File: src/logic/eng_pkg.sv
// engine sizes and data bus types
`default_nettype none

package eng_pkg;

   // data path and unit counts
   localparam int DATA_W     = 16;
   localparam int N_MEM      = 2;
   localparam int MEM_DEPTH  = 16;
   localparam int MEM_ADDR_W = 4;
   localparam int N_ALU      = 2;
   localparam int N_BUS      = 8;

   typedef logic [DATA_W-1:0]        word_t;
   typedef logic [MEM_ADDR_W-1:0]    mem_addr_t;
   typedef logic [$clog2(N_BUS)-1:0] bus_sel_t;

   // data bus entries, constants first, then memory ports, then alus
   localparam bus_sel_t BUS_ZERO  = 3'd0;
   localparam bus_sel_t BUS_ONE   = 3'd1;
   localparam bus_sel_t BUS_MEM0A = 3'd2;
   localparam bus_sel_t BUS_MEM0B = 3'd3;
   localparam bus_sel_t BUS_MEM1A = 3'd4;
   localparam bus_sel_t BUS_MEM1B = 3'd5;
   localparam bus_sel_t BUS_ALU0  = 3'd6;
   localparam bus_sel_t BUS_ALU1  = 3'd7;

   // one word per bus entry
   typedef word_t data_bus_t [N_BUS];

endpackage

`default_nettype wire

File: src/logic/conf_pkg.sv
// unit configuration layout
`default_nettype none

package conf_pkg;

   import eng_pkg::*;

   // one memory port address generator
   typedef struct packed {
      logic                en;
      logic                wr;
      bus_sel_t            sel;
      mem_addr_t           start;
      mem_addr_t           incr;
      logic [MEM_ADDR_W:0] count;
      logic [1:0]          delay;
   } port_conf_t;

   typedef enum logic [1:0] {
      OP_ADD = 2'd0,
      OP_SUB = 2'd1,
      OP_AND = 2'd2,
      OP_XOR = 2'd3
   } alu_op_t;

   typedef struct packed {
      alu_op_t  op;
      bus_sel_t sel_a;
      bus_sel_t sel_b;
   } alu_conf_t;

   // msb first, memory ports then alus
   typedef struct packed {
      port_conf_t mem0a;
      port_conf_t mem0b;
      port_conf_t mem1a;
      port_conf_t mem1b;
      alu_conf_t  alu0;
      alu_conf_t  alu1;
   } conf_bus_t;

endpackage

`default_nettype wire

File: src/logic/mem_host_if.sv
// host access to one memory
`timescale 1ns/1ps
`default_nettype none

interface mem_host_if
   import eng_pkg::*;
();

   // one-cycle strobe, never refused
   logic      valid;
   logic      we;
   mem_addr_t addr;
   word_t     wdata;

   // registered, word addressed on the previous cycle
   word_t     rdata;

   modport host (
      output valid, we, addr, wdata,
      input  rdata
   );

   modport mem (
      input  valid, we, addr, wdata,
      output rdata
   );

endinterface

`default_nettype wire

File: src/logic/alu_unit.sv
// registered arithmetic unit
`timescale 1ns/1ps
`default_nettype none

module alu_unit
   import eng_pkg::*, conf_pkg::*;
(
   input  logic      rst,
   input  logic      clk,
   input  logic      run_reg,
   input  data_bus_t bus,
   input  alu_conf_t conf,
   output word_t     result
);

   word_t op_a;
   word_t op_b;
   word_t res_d;

   assign op_a = bus[conf.sel_a];
   assign op_b = bus[conf.sel_b];

   // wraps modulo 2^16
   always_comb begin
      unique case (conf.op)
         OP_ADD:  res_d = op_a + op_b;
         OP_SUB:  res_d = op_a - op_b;
         OP_AND:  res_d = op_a & op_b;
         OP_XOR:  res_d = op_a ^ op_b;
         default: res_d = '0;
      endcase
   end

   // cleared again at the start of every run
   always_ff @(posedge rst or posedge clk) begin
      if (clk) begin
         result <= '0;
      end else if (run_reg) begin
         result <= '0;
      end else begin
         result <= res_d;
      end
   end

endmodule

`default_nettype wire

File: src/logic/data_eng.sv
// reconfigurable data engine
`timescale 1ns/1ps
`default_nettype none

module data_eng
   import eng_pkg::*, conf_pkg::*;
(
   input  logic                  rst,
   input  logic                  clk,

   // control interface
   input  logic                  ctr_valid,
   input  logic                  ctr_we,
   input  logic [MEM_ADDR_W+1:0] ctr_addr,
   input  word_t                 ctr_data_in,
   output word_t                 ctr_data_out,

   // data interface
   input  logic                  data_valid,
   input  logic                  data_we,
   input  logic [MEM_ADDR_W:0]   data_addr,
   input  word_t                 data_data_in,
   output word_t                 data_data_out,

   input  conf_bus_t             config_bus
);

   mem_host_if ctr_if  [N_MEM] ();
   mem_host_if data_if [N_MEM] ();

   logic               ctrl_access;
   logic               run;
   logic               run_reg;
   logic               all_done;
   logic               ctr_sel_q;
   logic               data_sel_q;
   logic [2*N_MEM-1:0] mem_done;
   word_t              ctr_rdata  [N_MEM];
   word_t              data_rdata [N_MEM];
   conf_bus_t          shadow;
   port_conf_t         conf_a [N_MEM];
   port_conf_t         conf_b [N_MEM];
   alu_conf_t          conf_alu [N_ALU];
   word_t              mem_out_a [N_MEM];
   word_t              mem_out_b [N_MEM];
   word_t              alu_out [N_ALU];
   data_bus_t          bus;

   // top address bit picks the control register
   assign ctrl_access = ctr_valid & ctr_addr[MEM_ADDR_W+1];
   assign run         = ctrl_access & ctr_we & ctr_data_in[0];
   assign all_done    = &mem_done;

   // host strobes into each memory
   for (genvar i = 0; i < N_MEM; i++) begin : gen_host
      assign ctr_if[i].valid = ctr_valid & ~ctr_addr[MEM_ADDR_W+1]
                               & (ctr_addr[MEM_ADDR_W] == 1'(i));
      assign ctr_if[i].we    = ctr_we;
      assign ctr_if[i].addr  = ctr_addr[MEM_ADDR_W-1:0];
      assign ctr_if[i].wdata = ctr_data_in;
      assign ctr_rdata[i]    = ctr_if[i].rdata;

      assign data_if[i].valid = data_valid & (data_addr[MEM_ADDR_W] == 1'(i));
      assign data_if[i].we    = data_we;
      assign data_if[i].addr  = data_addr[MEM_ADDR_W-1:0];
      assign data_if[i].wdata = data_data_in;
      assign data_rdata[i]    = data_if[i].rdata;
   end

   // memory selects, kept one cycle to match the registered read data
   always_ff @(posedge rst or posedge clk) begin
      if (clk) begin
         ctr_sel_q  <= 1'b0;
         data_sel_q <= 1'b0;
      end else begin
         ctr_sel_q  <= ctr_addr[MEM_ADDR_W];
         data_sel_q <= data_addr[MEM_ADDR_W];
      end
   end

   // status read is combinational
   assign ctr_data_out  = ctrl_access ? word_t'(all_done) : ctr_rdata[ctr_sel_q];
   assign data_data_out = data_rdata[data_sel_q];

   // run pulse and config snapshot
   always_ff @(posedge rst or posedge clk) begin
      if (clk) begin
         run_reg <= 1'b0;
         shadow  <= '0;
      end else begin
         run_reg <= run;
         if (run) begin
            shadow <= config_bus;
         end
      end
   end

   assign conf_a[0]   = shadow.mem0a;
   assign conf_b[0]   = shadow.mem0b;
   assign conf_a[1]   = shadow.mem1a;
   assign conf_b[1]   = shadow.mem1b;
   assign conf_alu[0] = shadow.alu0;
   assign conf_alu[1] = shadow.alu1;

   always_comb begin
      bus[BUS_ZERO]  = '0;
      bus[BUS_ONE]   = word_t'(1);
      bus[BUS_MEM0A] = mem_out_a[0];
      bus[BUS_MEM0B] = mem_out_b[0];
      bus[BUS_MEM1A] = mem_out_a[1];
      bus[BUS_MEM1B] = mem_out_b[1];
      bus[BUS_ALU0]  = alu_out[0];
      bus[BUS_ALU1]  = alu_out[1];
   end

   for (genvar i = 0; i < N_MEM; i++) begin : gen_mem
      mem_unit u_mem (
         .rst       (rst),
         .clk       (clk),
         .run_reg   (run_reg),
         .bus       (bus),
         .conf_a    (conf_a[i]),
         .conf_b    (conf_b[i]),
         .ctr_host  (ctr_if[i]),
         .data_host (data_if[i]),
         .out_a     (mem_out_a[i]),
         .out_b     (mem_out_b[i]),
         .done_a    (mem_done[2*i]),
         .done_b    (mem_done[2*i+1])
      );
   end

   for (genvar i = 0; i < N_ALU; i++) begin : gen_alu
      alu_unit u_alu (
         .rst     (rst),
         .clk     (clk),
         .run_reg (run_reg),
         .bus     (bus),
         .conf    (conf_alu[i]),
         .result  (alu_out[i])
      );
   end

   // a new run only once every port has finished
   a_run_when_idle : assert property (
      @(posedge rst) disable iff (clk)
      run |-> all_done
   ) else $error("run issued while a memory port is busy");

endmodule

`default_nettype wire

File: src/logic/mem_unit.sv
// dual-port memory with address generators
`timescale 1ns/1ps
`default_nettype none

module mem_unit
   import eng_pkg::*, conf_pkg::*;
(
   input  logic       rst,
   input  logic       clk,
   input  logic       run_reg,
   input  data_bus_t  bus,
   input  port_conf_t conf_a,
   input  port_conf_t conf_b,
   mem_host_if.mem    ctr_host,
   mem_host_if.mem    data_host,
   output word_t      out_a,
   output word_t      out_b,
   output logic       done_a,
   output logic       done_b
);

   word_t      mem [MEM_DEPTH];

   // port a at index 0, port b at index 1
   port_conf_t conf [2];
   logic [1:0] busy;
   logic [1:0] act;
   logic [1:0] start;
   logic [1:0] done;
   mem_addr_t  addr [2];
   word_t      out [2];

   assign conf[0] = conf_a;
   assign conf[1] = conf_b;

   for (genvar g = 0; g < 2; g++) begin : gen_port
      logic                busy_q;
      logic [1:0]          wait_q;
      logic [MEM_ADDR_W:0] left_q;
      mem_addr_t           addr_q;
      word_t               out_q;

      // zero count means nothing to do
      assign start[g] = run_reg & conf[g].en & (conf[g].count != '0);
      assign act[g]   = busy_q & (wait_q == 2'd0);
      assign busy[g]  = busy_q;
      assign addr[g]  = addr_q;
      assign out[g]   = out_q;
      assign done[g]  = ~(busy_q | start[g]);

      always_ff @(posedge rst or posedge clk) begin
         if (clk) begin
            busy_q <= 1'b0;
            wait_q <= 2'd0;
            left_q <= '0;
            addr_q <= '0;
         end else if (run_reg) begin
            busy_q <= start[g];
            wait_q <= conf[g].delay;
            left_q <= conf[g].count;
            addr_q <= conf[g].start;
         end else if (busy_q) begin
            if (wait_q != 2'd0) begin
               wait_q <= wait_q - 2'd1;
            end else begin
               // address wraps within the 16 words
               addr_q <= addr_q + conf[g].incr;
               left_q <= left_q - 1'b1;
               if (left_q == 1'b1) begin
                  busy_q <= 1'b0;
               end
            end
         end
      end

      // read data reaches the bus one cycle after the access
      always_ff @(posedge rst or posedge clk) begin
         if (clk) begin
            out_q <= '0;
         end else if (act[g] && !conf[g].wr) begin
            out_q <= mem[addr_q];
         end
      end
   end

   // host writes, then generator writes
   always_ff @(posedge rst) begin
      if (ctr_host.valid && ctr_host.we) begin
         mem[ctr_host.addr] <= ctr_host.wdata;
      end
      if (data_host.valid && data_host.we) begin
         mem[data_host.addr] <= data_host.wdata;
      end
      for (int p = 0; p < 2; p++) begin
         if (act[p] && conf[p].wr) begin
            mem[addr[p]] <= bus[conf[p].sel];
         end
      end
   end

   always_ff @(posedge rst) begin
      ctr_host.rdata  <= mem[ctr_host.addr];
      data_host.rdata <= mem[data_host.addr];
   end

   assign out_a  = out[0];
   assign out_b  = out[1];
   assign done_a = done[0];
   assign done_b = done[1];

   // host may only write while both generators are idle
   a_no_host_write_busy : assert property (
      @(posedge rst) disable iff (clk)
      ((ctr_host.valid && ctr_host.we) || (data_host.valid && data_host.we))
         |-> (busy == 2'b00)
   ) else $error("host write while a memory port is busy");

endmodule

`default_nettype wire

File: config.mk
export PLATFORM = sky130hd
export DESIGN_NAME = data_eng
export DESIGN_NICKNAME = d
export VERILOG_FILES = /design/src/logic/eng_pkg.sv /design/src/logic/conf_pkg.sv /design/src/logic/mem_host_if.sv /design/src/logic/alu_unit.sv /design/src/logic/data_eng.sv /design/src/logic/mem_unit.sv
export SDC_FILE = /design/constraint.sdc
export NUM_CORES = 2
export LEC_CHECK = 0
export BUFFER_PORTS_ARGS = -buffer_cell sky130_fd_sc_hd__buf_4
export CAP_MARGIN = 40
export CORE_MARGIN = 10
export CORE_UTILIZATION = 42
export CTS_CLUSTER_DIAMETER = 100
export DETAILED_ROUTE_END_ITERATION = 10
export PLACE_DENSITY = 0.58
export SYNTH_ARGS = -nofsm -noshare
export SYNTH_HDL_FRONTEND = slang
export SYNTH_SLANG_ARGS = --single-unit
File: constraint.sdc
create_clock -name rst -period 18 [get_ports rst]
set_input_delay 0.9 -clock rst [delete_from_list [all_inputs] [get_ports rst]]
set_output_delay 0.9 -clock rst [all_outputs]
set_load 0.02 [all_outputs]
==> implementation parameters <==
Parameter                              Value

Power and ir drop
  Peak ir drop on the vdd network ... 0.08520 mV
  Static Leak ... between 20 and 30 nW
  Overall power ... 0.009826 W
  Total power density per cell area ... about 130 nW/um2

Final layout
  Count of nets after finishing ... a little under 7,000
  Non-filler instance count after layout ... 8,809
  Area growth from synthesis to layout ... 11.54%
  Final-layout fill cell count ... about 15,000
  Max FFs per register ... slightly above 500
  Final core utilization ... 0.4701
  Register containing the most flip-flops in the final layout ... gen_mem.u_mem.mem
  Fraction of layout cells with a size suffix above 1 ... 0.2614

Critical path
  Launching element type of the critical path ... flip-flop
  Critical Path RT ... ~19 ns
  Worst Path Arrival ... around 5.8 ns
  Crit path buf inv count ... 0
  Largest stage delay on the critical path ... about 0.7 ns
  CP cell instances ... nand2b_1 -> o22ai_1 -> a21oi_1 -> ha_1 -> nor2_1 -> xor2_1 -> ha_1 -> a21o_1 -> a21oi_1 -> o21a_1 -> o21ai_0 -> a41oi_1 -> o21ai_0 -> and4_1 -> a2111oi_0
  Category of cells accounting for the largest share of critical-path delay ... compound AO/OA/AOI/OAI gates
  Critical-path maximum fanout ... 14
  Critical path type ... flip-flop to flip-flop
  Worst setup EP type ... flip-flop
  Max stage delay cell, worst path ... sky130_fd_sc_hd__dfrtp_1

Logic synthesis
  Mapped Avg Cell Area ... 10.22 um2
  Warnings, synthesis ... 0
  Synth Flop Type ... sky130_fd_sc_hd__edfxtp_1
  Count of cell types in the netlist ... ~80
  Post-Synthesis Cell Area ... 68,450 um2
  Share of flip-flops with an asynchronous set or reset ... 0.2967
  EDFF count, synth ... 512
  Post-synthesis net count ... a little under 7,000
  Synthesized instance count ... ~6,700
  Register area share after synthesis ... 0.3322
  Flip-flop and latch count after synthesis ... between 800 and 900

CTS
  Number of buffers on the longest clock path ... 3
  CTS Root Cell ... sky130_fd_sc_hd__clkbuf_16
  Hold buffers post-CTS ... 0
  Post-cts sizing count ... 0
  Setup Buffers After CTS ... 0
  Clock slew at the register clock pins of the worst setup and hold paths ... approximately 0.06 ns
  TritonCTS buffer count ... ~100
  Source-to-sink clock delay at the later pin of the worst-skew pair ... between 0.7 and 0.8 ns
  Max H-tree Level ... 3
  CTS tree ... built
  Clk sink count ... 819

Run
  Count of max-cap constraint violations ... 0

Place
  HPWL after DPL ... approximately 210,000 um
  Final GP Congestion ... ~1
  Port bufs ... around 180
  Placed cells ... approximately 8,600

Route
  Wire length after detailed routing ... ~310,000 um
  Vias per Instance ... 6.868
  Number of nets with antenna violations after detailed routing ... 0
  Vias ... about 61,000
  Detailed-router iteration count before antenna repair ... 9
  Average routed wire per standard cell ... ~36 um
  DRC viols ... 0
  1st-iter DRT viols ... slightly below 10,000

GRT
  Pin count of the biggest net entering global routing ... about 110
  Wire length of the first global-routing pass ... ~440,000 um
  Vias in the first global route ... roughly 57,000
  Overall track demand over capacity in global routing ... 0.3393
  Number of antenna violations at the first check in global routing ... 31
  Gr ovfl total ... 0

STA
  Slew at the pin closest to its max-slew limit ... 1.020 ns
  Final cycle utilization of the critical path ... 0.2874
  Final worst clock skew ... between 0.04 and 0.05 ns
  Rel. slew slack ... 0.3190
  Final setup violation count ... 0
  Highest achievable clock rate ... between 150 and 200 MHz
  Minimum period implied by the final worst setup slack ... a little over 5 ns
  Total count of max-transition violations in the final report ... 0
  Setup repair after global routing missed its margin ... false
  TNS Setup ... 0 ns
  Total count of hold-check failures in the final report ... 0

Floorplanning
  Total die area ... between 150,000 and 200,000 um2
  Row cnt ... 148
  Die boundary width ... approximately 420 um
  I/O pins ... roughly 180
  Core area ... around 160,000 um2
  Initial Util ... 0.4215
  Die Y-Extent ... around 420 um

Hold path
  Hold Crit Class ... input port to async pin

Outcome
  Run status ... finished, final reports clean
==> per-stage QoR <==
stage	cell area [um2]	hold WS (ns)	worst slack, ns
2_1_floorplan	68450	0.4393	10.43
3_3_place_gp	71900	0.4535	12.63
3_5_place_dp	72950	0.4565	12.91
4_1_cts	76320	0.03787	12.87
5_1_grt	76320	0.07065	12.46
6_report	76350	0.06862	12.83
==> layout make-up <==
class,instances,area [um2],area share
clock buffers,142,2898,0.03795
flip-flops and latches,819,22770,0.2983
repair buffers,470,4194,0.05493
multi-input cells,5074,42990,0.5631
well taps,2175,2721,0.03564
diodes,13,32.53,0.0004261
inverters,68,265.3,0.003474
clock inverters,48,473.0,0.006195
==> report_power, final <==
group          internal [W]  switching (W)  leakage (nW)
clock               0.00122       0.000931          1.64
combinational       0.00200        0.00283          17.0
sequential          0.00225       0.000593          8.14
==> Yosys cell counts (all sizes together), types with 5 or more instances <==
library cell,n,area share
mux4,749,0.25
o21a,9,0.0010
o221ai,8,0.0010
clkbuf,569,0.031
ha,90,0.016
fa,6,0.0018
o21bai,7,0.00077
nor2,437,0.024
buf,170,0.011
dfrtp,243,0.089
and2,9,0.00082
nand3,159,0.012
a31oi,8,0.00073
a21oi,563,0.041
xnor2,45,0.0060
o22ai,11,0.0010
mux2,218,0.036
edfxtp,512,0.22
nor3b,7,0.00077
mux2i,583,0.085
nand2b,38,0.0035
o211ai,5,0.00062
or4,16,0.0018
nand2,1154,0.063
inv,67,0.0037
nand4,9,0.00082
dfxtp,64,0.019
a21o,10,0.0011
nor2b,23,0.0021
or3,15,0.0014
a211oi,24,0.0026
and3,5,0.00046
nor4,10,0.0010
xor2,36,0.0046
nor3,39,0.0029
o21ai,720,0.053
==> per-layer routing <==
metal	share of wire	vias up	GRT usage
met5	0.00056	-	0.001075
met1	0.36	29518	0.4349
met3	0.15	1151	0.1221
met4	0.083	28	0.2368
met2	0.41	5075	0.4737
li1	-	24730	-
==> logic make-up after synthesis <==
kind of cell / after synthesis / share of synthesized area
DFF: 819 / 0.3322
and+or+nand+nor: 1934 / 0.1159
muxes: 1550 / 0.3677
xor gates and xnor gates: 81 / 0.01064
AOI/OAI and AO/OA: 1413 / 0.1095
buffers and inverters: 807 / 0.04590
adders and majority gates: 96 / 0.01821
==> worst paths after layout <==
check / depth (start not counted) / slack, ns / end / from
setup / recovery: 15 / 12.83 / gen_alu[0].u_alu.result[14] / conf_alu[10]
hold reg to reg: 2 / 0.47 / conf_a[0] / conf_a[0]
hold / removal: 2 / 0.07 / conf_a[2] / clk
max in group asynchronous: 5 / 16.42 / conf_a[35] / clk
min in group rst: 1 / 0.30 / ctr_sel_q / ctr_addr[4]
setup reg to reg: 15 / 12.83 / gen_alu[0].u_alu.result[14] / conf_alu[10]
==> worst register-to-register path, delay by kind of cell, from the launching register on <==
kind | cells | cell delay [ns]
AOI/OAI and AO/OA | 9 | 2.50
xor gates and xnor gates | 1 | 0.16
adders and majority gates | 2 | 0.73
DFF | 1 | 0.70
and+or+nand+nor | 3 | 0.95
==> cell usage in the layout, fill, tap and decap left out, types with 64 or more instances in the layout <==
cell type / synthesis / layout
sky130_fd_sc_hd__buf_4: 1 / 417
sky130_fd_sc_hd__ha_1: 90 / 90
sky130_fd_sc_hd__dfrtp_1: 243 / 225
sky130_fd_sc_hd__edfxtp_1: 512 / 512
sky130_fd_sc_hd__inv_1: 67 / 66
sky130_fd_sc_hd__o21ai_0: 660 / 660
sky130_fd_sc_hd__nand3_1: 159 / 153
sky130_fd_sc_hd__dfxtp_1: 64 / 64
sky130_fd_sc_hd__nor2_1: 436 / 381
sky130_fd_sc_hd__a21oi_1: 562 / 562
sky130_fd_sc_hd__mux2_2: 215 / 215
sky130_fd_sc_hd__mux2i_1: 583 / 583
sky130_fd_sc_hd__nand2_1: 1154 / 1147
sky130_fd_sc_hd__mux4_2: 746 / 746
sky130_fd_sc_hd__clkbuf_16: 0 / 106
Note: power is estimated with default switching activity, not from simulation.
